## config.mk

```make
export PLATFORM = sky130hd
export DESIGN_NAME = game_renderer
export DESIGN_NICKNAME = d
export VERILOG_FILES = /design/src/rtl/render_pkg.sv /design/src/rtl/goose_sprite.sv /design/src/rtl/obstacle_sprite.sv /design/src/rtl/layer_stage.sv /design/src/rtl/compositor.sv /design/src/rtl/game_renderer.sv
export VERILOG_INCLUDE_DIRS = /design/src /design/src/include
export SDC_FILE = /design/constraint.sdc
export NUM_CORES = 1
export LEC_CHECK = 0
export BUFFER_PORTS_ARGS = -buffer_cell sky130_fd_sc_hd__buf_2
export CORE_MARGIN = 3
export CORE_UTILIZATION = 35
export CTS_CLUSTER_DIAMETER = 30
export CTS_CLUSTER_SIZE = 16
export DETAILED_ROUTE_END_ITERATION = 10
export GPL_ROUTABILITY_DRIVEN = 1
export GPL_TIMING_DRIVEN = 0
export PLACE_DENSITY = 0.55
export SYNTH_ARGS = -nofsm -noshare
export SYNTH_HDL_FRONTEND = slang
export SYNTH_HIERARCHICAL = 1
export SYNTH_SLANG_ARGS = --single-unit
```

## constraint.sdc

```tcl
create_clock -name clk -period 3.8 [get_ports clk]
set_input_delay 0.57 -clock clk [delete_from_list [all_inputs] [get_ports clk]]
set_output_delay 0.57 -clock clk [all_outputs]
set_load 0.1 [all_outputs]
```

## src/include/render_defines.svh

```systemverilog
// Screen, floor and sprite geometry shared by the RTL that decodes raster positions
`ifndef RENDER_DEFINES_SVH
`define RENDER_DEFINES_SVH

// Bus widths
`define COORD_W 10       // Raster row and column
`define SCROLL_W 11      // World scroll offset, wraps at 2048
`define JUMP_W 7         // Goose jump height in rows

// Screen and floor
`define SCREEN_W 640     // Obstacles enter from this column
`define FLOOR_Y 240      // First ground row

// Goose placement and size
`define GOOSE_X 50
`define GOOSE_Y_BASE 200 // Top row when standing
`define GOOSE_W 30
`define GOOSE_H 40

// Front-view tram
`define TRAM_W 30
`define TRAM_H 40

// Square emblem, trails the tram
`define EMBLEM_SIZE 30
`define EMBLEM_OFFSET 250
`define OUTLINE_W 2      // Border thickness of the hollow emblem

`endif

```

## src/rtl/render_pkg.sv

```systemverilog
// Colour type and sprite part encodings shared by the renderer RTL and its testbench
package render_pkg;

    // 2 bits per channel, 6-bit pixel
    typedef struct packed {
        logic [1:0] r;
        logic [1:0] g;
        logic [1:0] b;
    } rgb_t;

    typedef enum logic [2:0] {
        goose_none,
        goose_beak,
        goose_eye,
        goose_head,
        goose_neck,
        goose_wing,
        goose_body,
        goose_legs
    } goose_part_e;

    typedef enum logic [2:0] {
        tram_none,
        tram_headlight,
        tram_blade,
        tram_windshield,
        tram_body,
        tram_roof
    } tram_part_e;

endpackage

```

## src/rtl/goose_sprite.sv

```systemverilog
// Combinational goose decoder, tells whether a raster pixel is on the goose and its colour
`timescale 1ns/1ps
`include "render_defines.svh"

module goose_sprite (
    input  logic [`COORD_W-1:0] haddr,
    input  logic [`COORD_W-1:0] vaddr,
    input  logic [`JUMP_W-1:0]  jump_pos,
    input  logic                game_over,
    input  logic                game_start_blink,
    output logic                goose_hit,
    output render_pkg::rgb_t    goose_color
);

    localparam int unsigned CW = `COORD_W;

    logic [`COORD_W-1:0] goose_top;
    logic [`COORD_W-1:0] row;
    logic [`COORD_W-1:0] col;
    logic                in_box;
    render_pkg::goose_part_e part;

    // Jumping moves the sprite up the screen
    assign goose_top = CW'(`GOOSE_Y_BASE) - CW'(jump_pos);

    assign row = vaddr - goose_top;        // Local row inside the sprite
    assign col = haddr - CW'(`GOOSE_X);    // Local column

    assign in_box = (vaddr >= goose_top) && (row < `GOOSE_H) &&
                    (haddr >= `GOOSE_X) && (col < `GOOSE_W);

    // Parts overlap, earlier checks win
    always_comb begin
        part = render_pkg::goose_none;
        if (in_box && game_start_blink) begin
            if (row inside {[13:14]} && col inside {[27:28]}) begin
                part = render_pkg::goose_beak;
            end else if (row inside {[12:13]} && col == 24) begin
                part = render_pkg::goose_eye;
            end else if (row inside {[11:16]} && col inside {[22:26]}) begin
                part = render_pkg::goose_head;
            end else if (row inside {[17:24]} && col inside {[17:21]}) begin
                part = render_pkg::goose_neck;
            end else if (row inside {[14:24]} && col inside {[6:18]}) begin
                part = render_pkg::goose_wing;
            end else if (row inside {[25:35]} && col inside {[9:22]}) begin
                part = render_pkg::goose_body;
            end else if (row inside {[36:39]} && (col == 12 || col == 15)) begin
                part = render_pkg::goose_legs;
            end
        end
    end

    assign goose_hit = (part != render_pkg::goose_none);

    always_comb begin
        goose_color = '0;
        if (game_over) begin
            goose_color = '{r: 2'd3, g: 2'd0, b: 2'd0};   // Whole goose turns red
        end else begin
            case (part)
                render_pkg::goose_beak: goose_color = '{r: 2'd3, g: 2'd2, b: 2'd1};
                render_pkg::goose_eye:  goose_color = '{r: 2'd3, g: 2'd3, b: 2'd3};
                render_pkg::goose_wing,
                render_pkg::goose_body: goose_color = '{r: 2'd2, g: 2'd2, b: 2'd1}; // Brown
                default:                goose_color = '0;  // Head, neck and legs are black
            endcase
        end
    end

endmodule

```

## src/rtl/obstacle_sprite.sv

```systemverilog
// Combinational decoder for the scrolling tram and emblem obstacles
`timescale 1ns/1ps
`include "render_defines.svh"

module obstacle_sprite (
    input  logic [`COORD_W-1:0]  haddr,
    input  logic [`COORD_W-1:0]  vaddr,
    input  logic [`SCROLL_W-1:0] scrolladdr,
    input  logic [1:0]           obstacle_select,
    input  logic [1:0]           obstacle_type,
    output logic                 tram_hit,
    output render_pkg::rgb_t     tram_color,
    output logic                 emblem_hit
);

    localparam int unsigned CW = `COORD_W;
    localparam int unsigned SW = `SCROLL_W;

    logic [`SCROLL_W-1:0] tram_x;
    logic [`SCROLL_W-1:0] emblem_x;
    logic [`SCROLL_W-1:0] tram_col;
    logic [`SCROLL_W-1:0] emblem_col;
    logic [`COORD_W-1:0]  tram_row;
    logic [`COORD_W-1:0]  emblem_row;
    logic                 tram_in;
    logic                 emblem_in;
    logic                 emblem_edge;
    render_pkg::tram_part_e part;

    // Left columns, modulo 2048 so the world wraps
    assign tram_x   = SW'(`SCREEN_W) - scrolladdr;
    assign emblem_x = tram_x + SW'(`EMBLEM_OFFSET);

    assign tram_col   = SW'(haddr) - tram_x;
    assign emblem_col = SW'(haddr) - emblem_x;
    assign tram_row   = vaddr - CW'(`FLOOR_Y - `TRAM_H);
    assign emblem_row = vaddr - CW'(`FLOOR_Y - `EMBLEM_SIZE);

    // Both obstacles stand on the floor
    assign tram_in = (vaddr >= (`FLOOR_Y - `TRAM_H)) && (vaddr < `FLOOR_Y) &&
                     (tram_col < `TRAM_W);
    assign emblem_in = (vaddr >= (`FLOOR_Y - `EMBLEM_SIZE)) && (vaddr < `FLOOR_Y) &&
                       (emblem_col < `EMBLEM_SIZE);

    always_comb begin
        part = render_pkg::tram_none;
        if (obstacle_select[0] && tram_in) begin
            if (tram_row == 26 && (tram_col inside {[8:10]} || tram_col inside {[20:22]})) begin
                part = render_pkg::tram_headlight;
            end else if (tram_row inside {[8:28]} &&
                         (tram_col inside {[3:4]} || tram_col inside {[25:26]})) begin
                part = render_pkg::tram_blade;     // Blue side strips
            end else if (tram_row inside {[6:24]} && tram_col inside {[5:24]}) begin
                part = render_pkg::tram_windshield;
            end else if (tram_row inside {[25:39]} && tram_col inside {[4:26]}) begin
                part = render_pkg::tram_body;
            end else if (tram_row <= 5 && tram_col inside {[5:24]}) begin
                part = render_pkg::tram_roof;
            end
        end
    end

    assign tram_hit = (part != render_pkg::tram_none);

    always_comb begin
        case (part)
            render_pkg::tram_headlight,
            render_pkg::tram_body:  tram_color = '{r: 2'd3, g: 2'd3, b: 2'd3};
            render_pkg::tram_blade,
            render_pkg::tram_roof:  tram_color = '{r: 2'd0, g: 2'd1, b: 2'd3};
            default:                tram_color = '0;    // Black glass, unused when no hit
        endcase
    end

    // Hollow emblem keeps only a border of OUTLINE_W pixels
    assign emblem_edge = (emblem_col < `OUTLINE_W) ||
                         (emblem_col >= (`EMBLEM_SIZE - `OUTLINE_W)) ||
                         (emblem_row < `OUTLINE_W) ||
                         (emblem_row >= (`EMBLEM_SIZE - `OUTLINE_W));

    assign emblem_hit = obstacle_select[1] && emblem_in && (obstacle_type[1] || emblem_edge);

endmodule

```

## src/rtl/layer_stage.sv

```systemverilog
// Pipeline register holding one pixel's layer flags, sprite colours and display flag
`timescale 1ns/1ps
`include "render_defines.svh"

module layer_stage (
    input  logic                clk,
    input  logic                sys_rst,
    input  logic [`COORD_W-1:0] vaddr,
    input  logic                display_on,
    input  logic                goose_hit,
    input  render_pkg::rgb_t    goose_color,
    input  logic                tram_hit,
    input  render_pkg::rgb_t    tram_color,
    input  logic                emblem_hit,
    output logic                goose_q,
    output logic                tram_q,
    output logic                emblem_q,
    output logic                ground_q,
    output render_pkg::rgb_t    goose_color_q,
    output render_pkg::rgb_t    tram_color_q,
    output logic                visible_q
);

    always_ff @(posedge clk) begin
        if (sys_rst) begin
            goose_q       <= 1'b0;
            tram_q        <= 1'b0;
            emblem_q      <= 1'b0;
            ground_q      <= 1'b0;
            goose_color_q <= '0;
            tram_color_q  <= '0;
            visible_q     <= 1'b0;
        end else begin
            // Layers only exist inside the active area
            goose_q       <= display_on & goose_hit;
            tram_q        <= display_on & tram_hit;
            emblem_q      <= display_on & emblem_hit;
            ground_q      <= display_on & (vaddr >= `FLOOR_Y);  // Sky is whatever is left
            goose_color_q <= goose_color;
            tram_color_q  <= tram_color;
            visible_q     <= display_on;
        end
    end

endmodule

```

## src/rtl/compositor.sv

```systemverilog
// Combinational layer mixer producing the output pixel and the collision flag
`timescale 1ns/1ps

module compositor (
    input  logic             goose_q,
    input  logic             tram_q,
    input  logic             emblem_q,
    input  logic             ground_q,
    input  render_pkg::rgb_t goose_color_q,
    input  render_pkg::rgb_t tram_color_q,
    input  logic             visible_q,
    output render_pkg::rgb_t pixel,
    output logic             collision
);

    // Front to back: goose, tram, emblem, ground, sky
    always_comb begin
        if (!visible_q) begin
            pixel = '0;                                  // Blanking
        end else if (goose_q) begin
            pixel = goose_color_q;
        end else if (tram_q) begin
            pixel = tram_color_q;
        end else if (emblem_q) begin
            pixel = '{r: 2'd3, g: 2'd3, b: 2'd3};
        end else if (ground_q) begin
            pixel = '{r: 2'd1, g: 2'd1, b: 2'd1};       // Grey ground
        end else begin
            pixel = '{r: 2'd0, g: 2'd3, b: 2'd3};       // Cyan sky
        end
    end

    assign collision = goose_q & (tram_q | emblem_q);

endmodule

```

## src/rtl/game_renderer.sv

```systemverilog
// Renderer top level, one raster pixel in per clock and its colour out one cycle later
`timescale 1ns/1ps
`include "render_defines.svh"

module game_renderer (
    input  logic                 clk,
    input  logic                 sys_rst,
    input  logic [`COORD_W-1:0]  vaddr,
    input  logic [`COORD_W-1:0]  haddr,
    input  logic [`SCROLL_W-1:0] scrolladdr,
    input  logic [`JUMP_W-1:0]   jump_pos,
    input  logic [1:0]           obstacle_select,
    input  logic [1:0]           obstacle_type,
    input  logic                 game_over,
    input  logic                 game_start_blink,
    input  logic                 display_on,
    output render_pkg::rgb_t     pixel,
    output logic                 collision
);

    logic             goose_hit;
    logic             tram_hit;
    logic             emblem_hit;
    render_pkg::rgb_t goose_color;
    render_pkg::rgb_t tram_color;

    // Registered layer set of the pixel in flight
    logic             goose_q;
    logic             tram_q;
    logic             emblem_q;
    logic             ground_q;
    logic             visible_q;
    render_pkg::rgb_t goose_color_q;
    render_pkg::rgb_t tram_color_q;

    goose_sprite u_goose (
        .haddr            (haddr),
        .vaddr            (vaddr),
        .jump_pos         (jump_pos),
        .game_over        (game_over),
        .game_start_blink (game_start_blink),
        .goose_hit        (goose_hit),
        .goose_color      (goose_color)
    );

    obstacle_sprite u_obstacle (
        .haddr           (haddr),
        .vaddr           (vaddr),
        .scrolladdr      (scrolladdr),
        .obstacle_select (obstacle_select),
        .obstacle_type   (obstacle_type),
        .tram_hit        (tram_hit),
        .tram_color      (tram_color),
        .emblem_hit      (emblem_hit)
    );

    layer_stage u_layers (
        .clk           (clk),
        .sys_rst       (sys_rst),
        .vaddr         (vaddr),
        .display_on    (display_on),
        .goose_hit     (goose_hit),
        .goose_color   (goose_color),
        .tram_hit      (tram_hit),
        .tram_color    (tram_color),
        .emblem_hit    (emblem_hit),
        .goose_q       (goose_q),
        .tram_q        (tram_q),
        .emblem_q      (emblem_q),
        .ground_q      (ground_q),
        .goose_color_q (goose_color_q),
        .tram_color_q  (tram_color_q),
        .visible_q     (visible_q)
    );

    compositor u_compositor (
        .goose_q       (goose_q),
        .tram_q        (tram_q),
        .emblem_q      (emblem_q),
        .ground_q      (ground_q),
        .goose_color_q (goose_color_q),
        .tram_color_q  (tram_color_q),
        .visible_q     (visible_q),
        .pixel         (pixel),
        .collision     (collision)
    );

endmodule

```

==> out/metrics.csv, run 1 <==
stage,metric,value,unit
synthesis,Synth area leader,ha_1,
timing,setup slack after layout,-24.48,ps
timing,Fmax achieved,261.5,MHz
routing,"antenna viol nets, final",0,
global_routing,number of global-route vias before repair,3995,
synthesis,sequential share of the synthesized area,8.062,%
placed_design,pre-CTS setup slack,-697.8,ps
synthesis,Post-synth EDFFs,0,
routing,highest routed layer,met4,
critical_path,CP startpoint kind,input port,
synthesis,syn avg cell area,7.648,µm²
finish,most frequent cells in the layout,"56 x inv_1, 50 x buf_2, 47 x ha_1",
finish,fin cells,764,
synthesis,Synth Register Bits,17,
power,pwr dens,242.6,nW/µm²
floorplan,Die Y-Extent,115.8,µm
critical_path,WS Path Type,input port to flop,
synthesis,Synth Flop Type,dfxtp_1,
routing,WL met3,534,µm
synthesis,"FFs w/ async S/R, synth",0,%
clock_network,Num Clock Sinks,17,
power,Logic pwr share,69.2,%
synthesis,Synth cell types,87,
clock_network,Num CTS Buffers,3,
power,Pleak,2.177,nW
timing,RSZ-0062 raised after global routing,yes,
global_routing,pin count of the biggest net entering global routing,12,
clock_network,CTS tree,done,
floorplan,Ports,54,
routing,Avg WL per Cell,14.91,µm
synthesis,Synth Warn #,6,
hold_path,Hold WC Path Type,input port to flop,
finish,Antenna Cells,0,
timing,setup_tns,-44.02,ps
outcome,failing checks,negative setup slack,
critical_path,WP data arrival,3960,ps
power,Reg power frac,14.5,%
timing,final setup fails,2,
power,sw frac,46.98,%
routing,DR WL met2,5213,µm
timing,Final Max Slew Viols,0,
finish,Area Overhead vs Synth,23.00,%
synthesis,Syn Inst Count,552,
clock_network,root buffer cell,clkbuf_16,
synthesis,Synth area leaders,"ha_1 16%, dfxtp_1 8.1%, inv_1 5.5%, xnor2_1 5.4%, nor2_1 4.1%",
power,P_sw,0.5918,mW
clock_network,CTS clock-pin slew for the worst setup and hold paths,50,ps
placed_design,Post-DP Area,4673,µm²
routing,router iterations before antenna repair,5,
power,Pwr Total,1.260,mW
synthesis,Mapped Area,4222,µm²
placed_design,# port buffers,52,
critical_path,Crit path max-delay family,compound AO/OA/AOI/OAI gates,
critical_path,CP Capture Type,flop,
global_routing,first-pass GRT wire length,19110,µm
critical_path,critical path's slowest cell,a2111oi_4,
timing,Slew headroom,55.78,%
timing,Final Hold Slack,552.4,ps
routing,DRT Wirelength,11390,µm
timing,min Tclk post-route,3824,ps
global_routing,initial antenna violation count,0,
finish,fin util,44.71,%
finish,share of cells above drive strength 1,26.25,%
outcome,status,finished with violations,
finish,"commonest non-fill, non-tap cell in the layout",inv_1,
finish,design area,5192,µm²
timing,fin crit share,100.6,%
critical_path,CP Max Fanout,9,
placed_design,DP HPWL,9397,µm
placed_design,GPL Wtd Cong,0.8627,
placed_design,Inst Count DP,747,
global_routing,final global-route overflow total,0,
routing,DRT met1 WL,5441,µm
finish,Final nets,731,
timing,Fin. Hold Viols,0,
floorplan,core area,11610,µm²
floorplan,Die W,115.8,µm
routing,Vias/cell,5.420,
routing,DRC errors left,0,
critical_path,crit path buf inv count,4,
global_routing,GRT Util Overall,17.14,%
synthesis,top cell type's share of synthesized area,16.00,%
floorplan,die area,13420,µm²
synthesis,syn_nets,661,
floorplan,Core Rows,39,
power,Clock power frac,16.4,%
critical_path,Worst EP required,3940,ps
routing,drt initial violations,195,
clock_network,# H-tree levels,1,
timing,worst-margin pin slew,658.9,ps
power,maximum VDD drop,0.1250,mV
power,Int Power,0.6678,mW
critical_path,Max stage delay on crit path,450,ps
critical_path,CP dominant cell by count,buf_4,
clock_network,Hold Buf Count CTS,0,
flow_run,max cap viols,0,
floorplan,Initial Utilization,36.35,%
clock_network,Longest Clk Path Bufs,2,
routing,via count,4141,
critical_path,critical-path cell list,buf_8 > o31a_1 > buf_4 > nor2_1 > ha_1 > buf_4 > nand2_4 > a211oi_4 > buf_4 > a2bb2oi_2 > a2111oi_4 > nand3_2 > a211oi_2 > o221ai_2 > ha_1 > or2_4 > nor2b_1,
==> cell families after synthesis <==
kind of cell               count (synthesis)  synth area share (%)
and+or+nand+nor                          205                 26.32
DFF                                       17                 8.062
xor gates and xnor gates                  46                 10.34
AOI/OAI and AO/OA                        136                 25.96
muxes                                      4                0.9485
buffers and inverters                     82                 8.565
adders and majority gates                 62                 19.80
==> synthesized netlist by cell type, types with 5 or more instances <==
cell,count
o31ai_1,5
a21oi_1,25
nor3_1,20
inv_1,62
xor2_1,17
a211oi_1,7
nand2_1,35
ha_1,54
nand3_1,13
o211ai_1,5
xnor2_1,26
buf_4,9
nor2_1,46
clkbuf_1,5
o21ai_0,18
nand4_1,6
a31oi_1,5
nor2b_1,21
dfxtp_1,17
nand2b_1,16
nor4_1,10
a311oi_1,6
fa_1,8
==> power groups by stage <==
stage | registers, mW | logic (mW) | clock network, mW
after global placement | 0.186 | 0.778 | 0
after floorplan | 0.185 | 0.607 | 0
final | 0.182 | 0.871 | 0.206
after CTS | 0.182 | 0.839 | 0.213
after detailed placement | 0.186 | 0.792 | 0
after global routing | 0.182 | 0.974 | 0.218
==> layer usage <==
| metal | track usage [%] | vias up |
|---|---|---|
| met3 | 0.9399 | 16 |
| met5 | 0 | - |
| met2 | 28.39 | 115 |
| li1 | - | 2105 |
| met4 | 3.867 | 0 |
| met1 | 24.56 | 1905 |
==> registers in the layout, indices dropped and copies added (netlist names) <==
register                flops
u_layers/visible_q          1
u_layers/tram_color_q       6
u_layers/emblem_q           1
u_layers/goose_color_q      6
u_layers/goose_q            1
u_layers/tram_q             1
u_layers/ground_q           1
==> layout make-up <==
cell class	count	area, µm²
tap	143	178.9
fill	1180	6421
buffer	17	111.4
inverter	62	242.7
clock buffer	3	75.07
multi-input combinational	453	3819
clock inverter	1	5.005
sequential	17	340.3
timing repair buffer	68	420.4
==> worst paths after layout <==
| kind | from | endpoint | cells past startpoint |
|---|---|---|---|
| setup / recovery | jump_pos[0] | u_layers/goose_color_q[5]$_SDFF_PP0_ | 17 |
| hold / removal | sys_rst | u_layers/tram_color_q[3]$_SDFF_PP0_ | 2 |
==> repair_timing <==
item	in CTS	in global routing
endpoints found under the hold margin	0	0
gates resized for setup	42	32
pin swaps	19	7
endpoints found under the setup margin	15	15
setup buffers	11	5
Power figures use the tool's default switching activity.
==> inputs of run 2 (changes only) <==
--- a/config.mk
+++ b/config.mk
@@ -15,6 +15,7 @@
 export GPL_ROUTABILITY_DRIVEN = 1
 export GPL_TIMING_DRIVEN = 0
 export PLACE_DENSITY = 0.55
+export SKIP_LAST_GASP = 1
 export SYNTH_ARGS = -nofsm -noshare
 export SYNTH_HDL_FRONTEND = slang
 export SYNTH_HIERARCHICAL = 1
==> run 2 against run 1 <==
Compared with the run above:
- the flow still finishes with violations (negative setup slack)
- global-route usage unchanged
- worst setup slack unchanged
- total power about the same
- final cell count unchanged
- die area unchanged
==> out/metrics.csv, run 2 (same netlist as run 1, synthesis figures left out) <==
stage,metric,value,unit,change
outcome,status,finished with violations,,
outcome,failing checks,negative setup slack,,
clock_network,Num Clock Sinks,17,,unchanged
routing,"antenna viol nets, final",0,,unchanged
global_routing,final global-route overflow total,0,,unchanged
critical_path,CP startpoint kind,input port,,
placed_design,# port buffers,52,,unchanged
clock_network,Num CTS Buffers,3,,unchanged
finish,Antenna Cells,0,,unchanged
floorplan,Core Rows,39,,unchanged
clock_network,CTS clock-pin slew for the worst setup and hold paths,50,ps,about the same
clock_network,Hold Buf Count CTS,0,,unchanged
routing,DRT Wirelength,11390,µm,unchanged
timing,fin crit share,100.6,%,unchanged
finish,area of the multi-input gates,3819,µm²,unchanged
floorplan,Ports,54,,unchanged
timing,setup slack after layout,-24.48,ps,unchanged
critical_path,CP Max Fanout,9,,unchanged
finish,share of cells above drive strength 1,26.25,%,unchanged
floorplan,Die Y-Extent,115.8,µm,unchanged
routing,drt initial violations,195,,unchanged
clock_network,CTS tree,done,,
global_routing,pin count of the biggest net entering global routing,12,,unchanged
finish,Final nets,731,,unchanged
hold_path,min-delay src,sys_rst,,
placed_design,GPL Wtd Cong,0.8627,,unchanged
critical_path,WS Path Type,input port to flop,,
finish,Reg area,340.3,µm²,unchanged
finish,fin util,44.71,%,unchanged
timing,final setup fails,2,,unchanged
finish,number of fill cells,1180,,unchanged
routing,Vias/cell,5.420,,unchanged
power,maximum VDD drop,0.1250,mV,about the same
global_routing,first-pass GRT wire length,19110,µm,unchanged
global_routing,number of global-route vias before repair,3995,,unchanged
finish,"commonest non-fill, non-tap cell in the layout",inv_1,,
timing,Fmax achieved,261.5,MHz,unchanged
timing,RSZ-0062 raised after global routing,yes,,
routing,Avg WL per Cell,14.91,µm,unchanged
finish,Area Overhead vs Synth,23.00,%,unchanged
finish,most frequent cells in the layout,"56 x inv_1, 50 x buf_2, 47 x ha_1",,
clock_network,Longest Clk Path Bufs,2,,unchanged
power,Pleak,2.178,nW,about the same
timing,worst-margin pin slew,658.9,ps,unchanged
clock_network,root buffer cell,clkbuf_16,,
critical_path,CP Capture Type,flop,,
critical_path,Worst EP required,3940,ps,about the same
routing,router iterations before antenna repair,5,,unchanged
global_routing,initial antenna violation count,0,,unchanged
floorplan,Initial Utilization,36.35,%,unchanged
finish,design area,5192,µm²,unchanged
global_routing,GRT Util Overall,17.14,%,unchanged
placed_design,Post-DP Area,4673,µm²,unchanged
flow_run,max cap viols,0,,unchanged
routing,via count,4141,,unchanged
floorplan,core area,11610,µm²,unchanged
timing,Slew headroom,55.78,%,unchanged
finish,Top Registers,"u_layers/goose_color_q x6, u_layers/tram_color_q x6",,
routing,DRC errors left,0,,unchanged
clock_network,# H-tree levels,1,,unchanged
floorplan,Die W,115.8,µm,unchanged
timing,Fin. Hold Viols,0,,unchanged
hold_path,Hold WC Path Type,input port to flop,,
power,pwr dens,242.6,nW/µm²,about the same
floorplan,die area,13420,µm²,unchanged
placed_design,pre-CTS setup slack,-697.8,ps,unchanged
timing,Final Hold Slack,552.4,ps,unchanged
critical_path,Crit. Startpoint,jump_pos[0],,
timing,min Tclk post-route,3824,ps,unchanged
placed_design,DP HPWL,9397,µm,unchanged
timing,setup_tns,-44.02,ps,unchanged
timing,Final Max Slew Viols,0,,unchanged
critical_path,WP data arrival,3960,ps,about the same
-- run 2: cell counts in the layout (fill, tap and decap cells not counted) --
Identical to the previous run, type by type.
-- run 2: worst max-delay path: stages --
cell and delay [ps]:
buf_8 110, o31a_1 360, buf_4 160, nor2_1 100, ha_1 230, buf_4 180, nand2_4 100, a211oi_4 60
buf_4 160, a2bb2oi_2 160, a2111oi_4 450, nand3_2 150, a211oi_2 310, o221ai_2 170, ha_1 330, or2_4 230
nor2b_1 130
-- run 2: through the flow --
| stage | total power [mW] | std cells |
|---|---|---|
| 6_report | 1.260 | 764 |
| 5_1_grt | 1.374 | 764 |
| 4_1_cts | 1.234 | 759 |
| 3_5_place_dp | 0.9772 | 747 |
| 2_1_floorplan | 0.7927 | 552 |
| 3_3_place_gp | 0.9639 | 747 |
-- run 2: metal layers --
metal | up-vias | GRT usage (%) | part of all wire, %
li1 | 2105 | - | -
met1 | 1905 | 24.56 | 48
met2 | 115 | 28.39 | 46
met3 | 16 | 0.9399 | 4.7
met4 | 0 | 3.867 | 1.7
met5 | - | 0 | 0
-- run 2: final timing paths --
path | to | slack [ps] | depth (start not counted)
worst max-delay path | u_layers/goose_color_q[5]$_SDFF_PP0_ | -20 | 17
worst min-delay path | u_layers/tram_color_q[3]$_SDFF_PP0_ | 550 | 2
-- run 2: repair_timing --
item                       4_1_cts  5_1_grt
setup buffers                   11        5
setup endpoints to repair       15       15
gates resized for setup         41       33
hold endpoints to repair         0        0
pin swaps                       19        6
-- run 2: layout make-up --
type / instances / share of cell area (%)
plain buffers: 17 / 2.145
clock buffers: 3 / 1.446
clock inverters: 1 / 0.09639
inverters: 62 / 4.675
multi-input cells: 453 / 73.54
flip-flops and latches: 17 / 6.554
well taps: 143 / 3.446
repair buffers: 68 / 8.096
-- run 2: where the power goes --
part	total, mW	leakage (nW)	switching, mW	internal (mW)
Combinational	0.871	2.00	0.525	0.346
Sequential	0.182	0.138	0.00114	0.181
Clock	0.206	0.0409	0.0656	0.141
==> inputs of run 3 (changes only) <==
--- a/config.mk
+++ b/config.mk
@@ -14,7 +14,7 @@
 export DETAILED_ROUTE_END_ITERATION = 10
 export GPL_ROUTABILITY_DRIVEN = 1
 export GPL_TIMING_DRIVEN = 0
-export PLACE_DENSITY = 0.55
+export PLACE_DENSITY = 0.57
 export SKIP_LAST_GASP = 1
 export SYNTH_ARGS = -nofsm -noshare
 export SYNTH_HDL_FRONTEND = slang
==> run 3 against run 2 <==
Compared with the run above:
- the flow still finishes with violations (negative setup slack)
- clock-buffer cell count unchanged
- worst hold slack gained 35 ps
- die area is the same
- clock power barely moved
- non-clock buffer count increased by 4
- sequential power about the same
==> out/metrics.csv, run 3 (same netlist as run 1, synthesis figures left out) <==
stage,metric,value,unit,change
finish,Area Overhead vs Synth,26.38,%,
global_routing,final global-route overflow total,0,,unchanged
placed_design,Inst Count DP,747,,unchanged
global_routing,pin count of the biggest net entering global routing,12,,unchanged
placed_design,DP HPWL,9449,µm,+0.56%
clock_network,CTS tree,done,,
power,P_sw,0.6175,mW,+4.3%
floorplan,Die W,115.8,µm,unchanged
clock_network,Hold Buf Count CTS,0,,unchanged
finish,fin util,45.94,%,+1.2 points
power,Int Power,0.6844,mW,+2.5%
finish,Top Registers,"u_layers/goose_color_q x6, u_layers/tram_color_q x6",,
global_routing,first-pass GRT wire length,19090,µm,-0.15%
timing,fin crit share,103.4,%,+2.7 points
flow_run,max cap viols,0,,unchanged
routing,via count,4224,,+2.0%
timing,worst-margin pin slew,619.1,ps,-39.77 ps
power,Reg power frac,14.0,%,-0.5 points
timing,Fin. Hold Viols,0,,unchanged
routing,router iterations before antenna repair,4,,-1
timing,Final Hold Slack,587.2,ps,+34.87 ps
routing,Vias/cell,5.500,,+1.5%
critical_path,CP Max Fanout,5,,-4
finish,share of cells above drive strength 1,28.64,%,+2.4 points
clock_network,# H-tree levels,1,,unchanged
outcome,status,finished with violations,,
critical_path,WS Path Type,input port to flop,,
placed_design,# port buffers,52,,unchanged
critical_path,CP startpoint kind,input port,,
floorplan,die area,13420,µm²,unchanged
timing,min Tclk post-route,3929,ps,+104.2 ps
power,Clock power frac,15.8,%,-0.6 points
critical_path,Worst EP required,3940,ps,about the same
floorplan,Die Y-Extent,115.8,µm,unchanged
floorplan,Ports,54,,unchanged
outcome,failing checks,negative setup slack,,
power,Pwr Total,1.302,mW,+3.4%
finish,Antenna Cells,0,,unchanged
timing,setup slack after layout,-128.7,ps,-104.2 ps
floorplan,core area,11610,µm²,unchanged
floorplan,Initial Utilization,36.35,%,unchanged
timing,Slew headroom,58.45,%,+2.7 points
routing,"antenna viol nets, final",0,,unchanged
floorplan,Core Rows,39,,unchanged
clock_network,Num Clock Sinks,17,,unchanged
timing,Final Max Slew Viols,0,,unchanged
power,sw frac,47.43,%,+0.45 points
finish,most frequent cells in the layout,"56 x inv_1, 51 x buf_2, 45 x nor2_1, 45 x ha_1, 34 x nand2_1",,
finish,Final nets,735,,+0.55%
global_routing,initial antenna violation count,0,,unchanged
critical_path,WP data arrival,4060,ps,+100 ps
routing,Avg WL per Cell,15.53,µm,+4.2%
clock_network,Num CTS Buffers,3,,unchanged
hold_path,number of cells on the worst hold path,2,,unchanged
global_routing,GRT Util Overall,17.05,%,-0.086 points
clock_network,root buffer cell,clkbuf_16,,
timing,final setup fails,8,,+6
clock_network,CTS clock-pin slew for the worst setup and hold paths,50,ps,about the same
routing,DRT Wirelength,11930,µm,+4.7%
timing,RSZ-0062 raised after global routing,yes,,
finish,fin cells,768,,+0.52%
power,Pleak,2.205,nW,+1.3%
hold_path,Hold WC Path Type,input port to flop,,
power,maximum VDD drop,0.1277,mV,+2.1%
critical_path,CP Capture Type,flop,,
power,pwr dens,244.0,nW/µm²,+0.59%
timing,Fmax achieved,254.5,MHz,-2.7%
placed_design,pre-CTS setup slack,-722.9,ps,-25.06 ps
routing,DRC errors left,0,,unchanged
clock_network,Longest Clk Path Bufs,2,,unchanged
finish,"commonest non-fill, non-tap cell in the layout",inv_1,,
power,Logic pwr share,70.2,%,+1.0 points
global_routing,number of global-route vias before repair,4175,,+4.5%
placed_design,GPL Wtd Cong,0.8511,,-1.3%
routing,drt initial violations,269,,+38%
==> run 3: final cells by class <==
type,count,area (µm²)
inverter,62,242.7
clock buffer,3,75.07
buffer,17,111.4
tap,143,178.9
fill,1156,6279
clock inverter,1,5.005
multi-input combinational,453,3926
timing repair buffer,72,455.4
sequential,17,340.3
==> run 3: path summary, 6_finish.rpt <==
kind / start / to / slack, ps
hold / removal: sys_rst / u_layers/tram_color_q[1]$_SDFF_PP0_ / 590
setup / recovery: jump_pos[1] / u_layers/goose_color_q[5]$_SDFF_PP0_ / -130
==> run 3: through the flow <==
stage / setup TNS [ps] / cell area [µm²]
2_1_floorplan: 0 / 4234
3_3_place_gp: -7096 / 4673
3_5_place_dp: -8068 / 4673
4_1_cts: -57.93 / 5011
5_1_grt: -1863 / 5335
6_report: -415.4 / 5335
==> run 3: what timing repair did <==
action                     in CTS  in global routing
resized for setup              38                 54
pin swaps                      21                 27
setup endpoints to repair      15                 15
buffers inserted               12                  8
cloned                          1                  0
==> run 3: routing by layer <==
| layer | global-route usage [%] | up-vias | wire length, µm |
|---|---|---|---|
| met5 | 0 | - | 0 |
| met4 | 4.486 | 0 | 145 |
| met3 | 1.410 | 13 | 442 |
| met2 | 29.80 | 96 | 5739 |
| met1 | 22.60 | 2003 | 5601 |
| li1 | - | 2112 | - |
==> run 3: critical path: stages <==
cell       delay, ps
buf_8            100
inv_4             50
ha_4             140
nand2b_4          60
a211oi_2         200
xnor2_1          170
ha_1             290
buf_6            150
a21oi_4          180
o221ai_2         120
o21a_1           210
a2111oi_4        460
buf_4            190
a311oi_2         110
a211oi_4         210
o221ai_2         160
ha_1             330
or2_4            230
nor2b_1          120
==> run 3: power by group through the flow <==
| stage | clock network (mW) | registers, mW | logic, mW |
|---|---|---|---|
| 2_1_floorplan | 0 | 0.185 | 0.607 |
| 3_3_place_gp | 0 | 0.186 | 0.773 |
| 3_5_place_dp | 0 | 0.186 | 0.790 |
| 4_1_cts | 0.211 | 0.182 | 0.839 |
| 5_1_grt | 0.221 | 0.182 | 1.00 |
| 6_report | 0.205 | 0.182 | 0.914 |
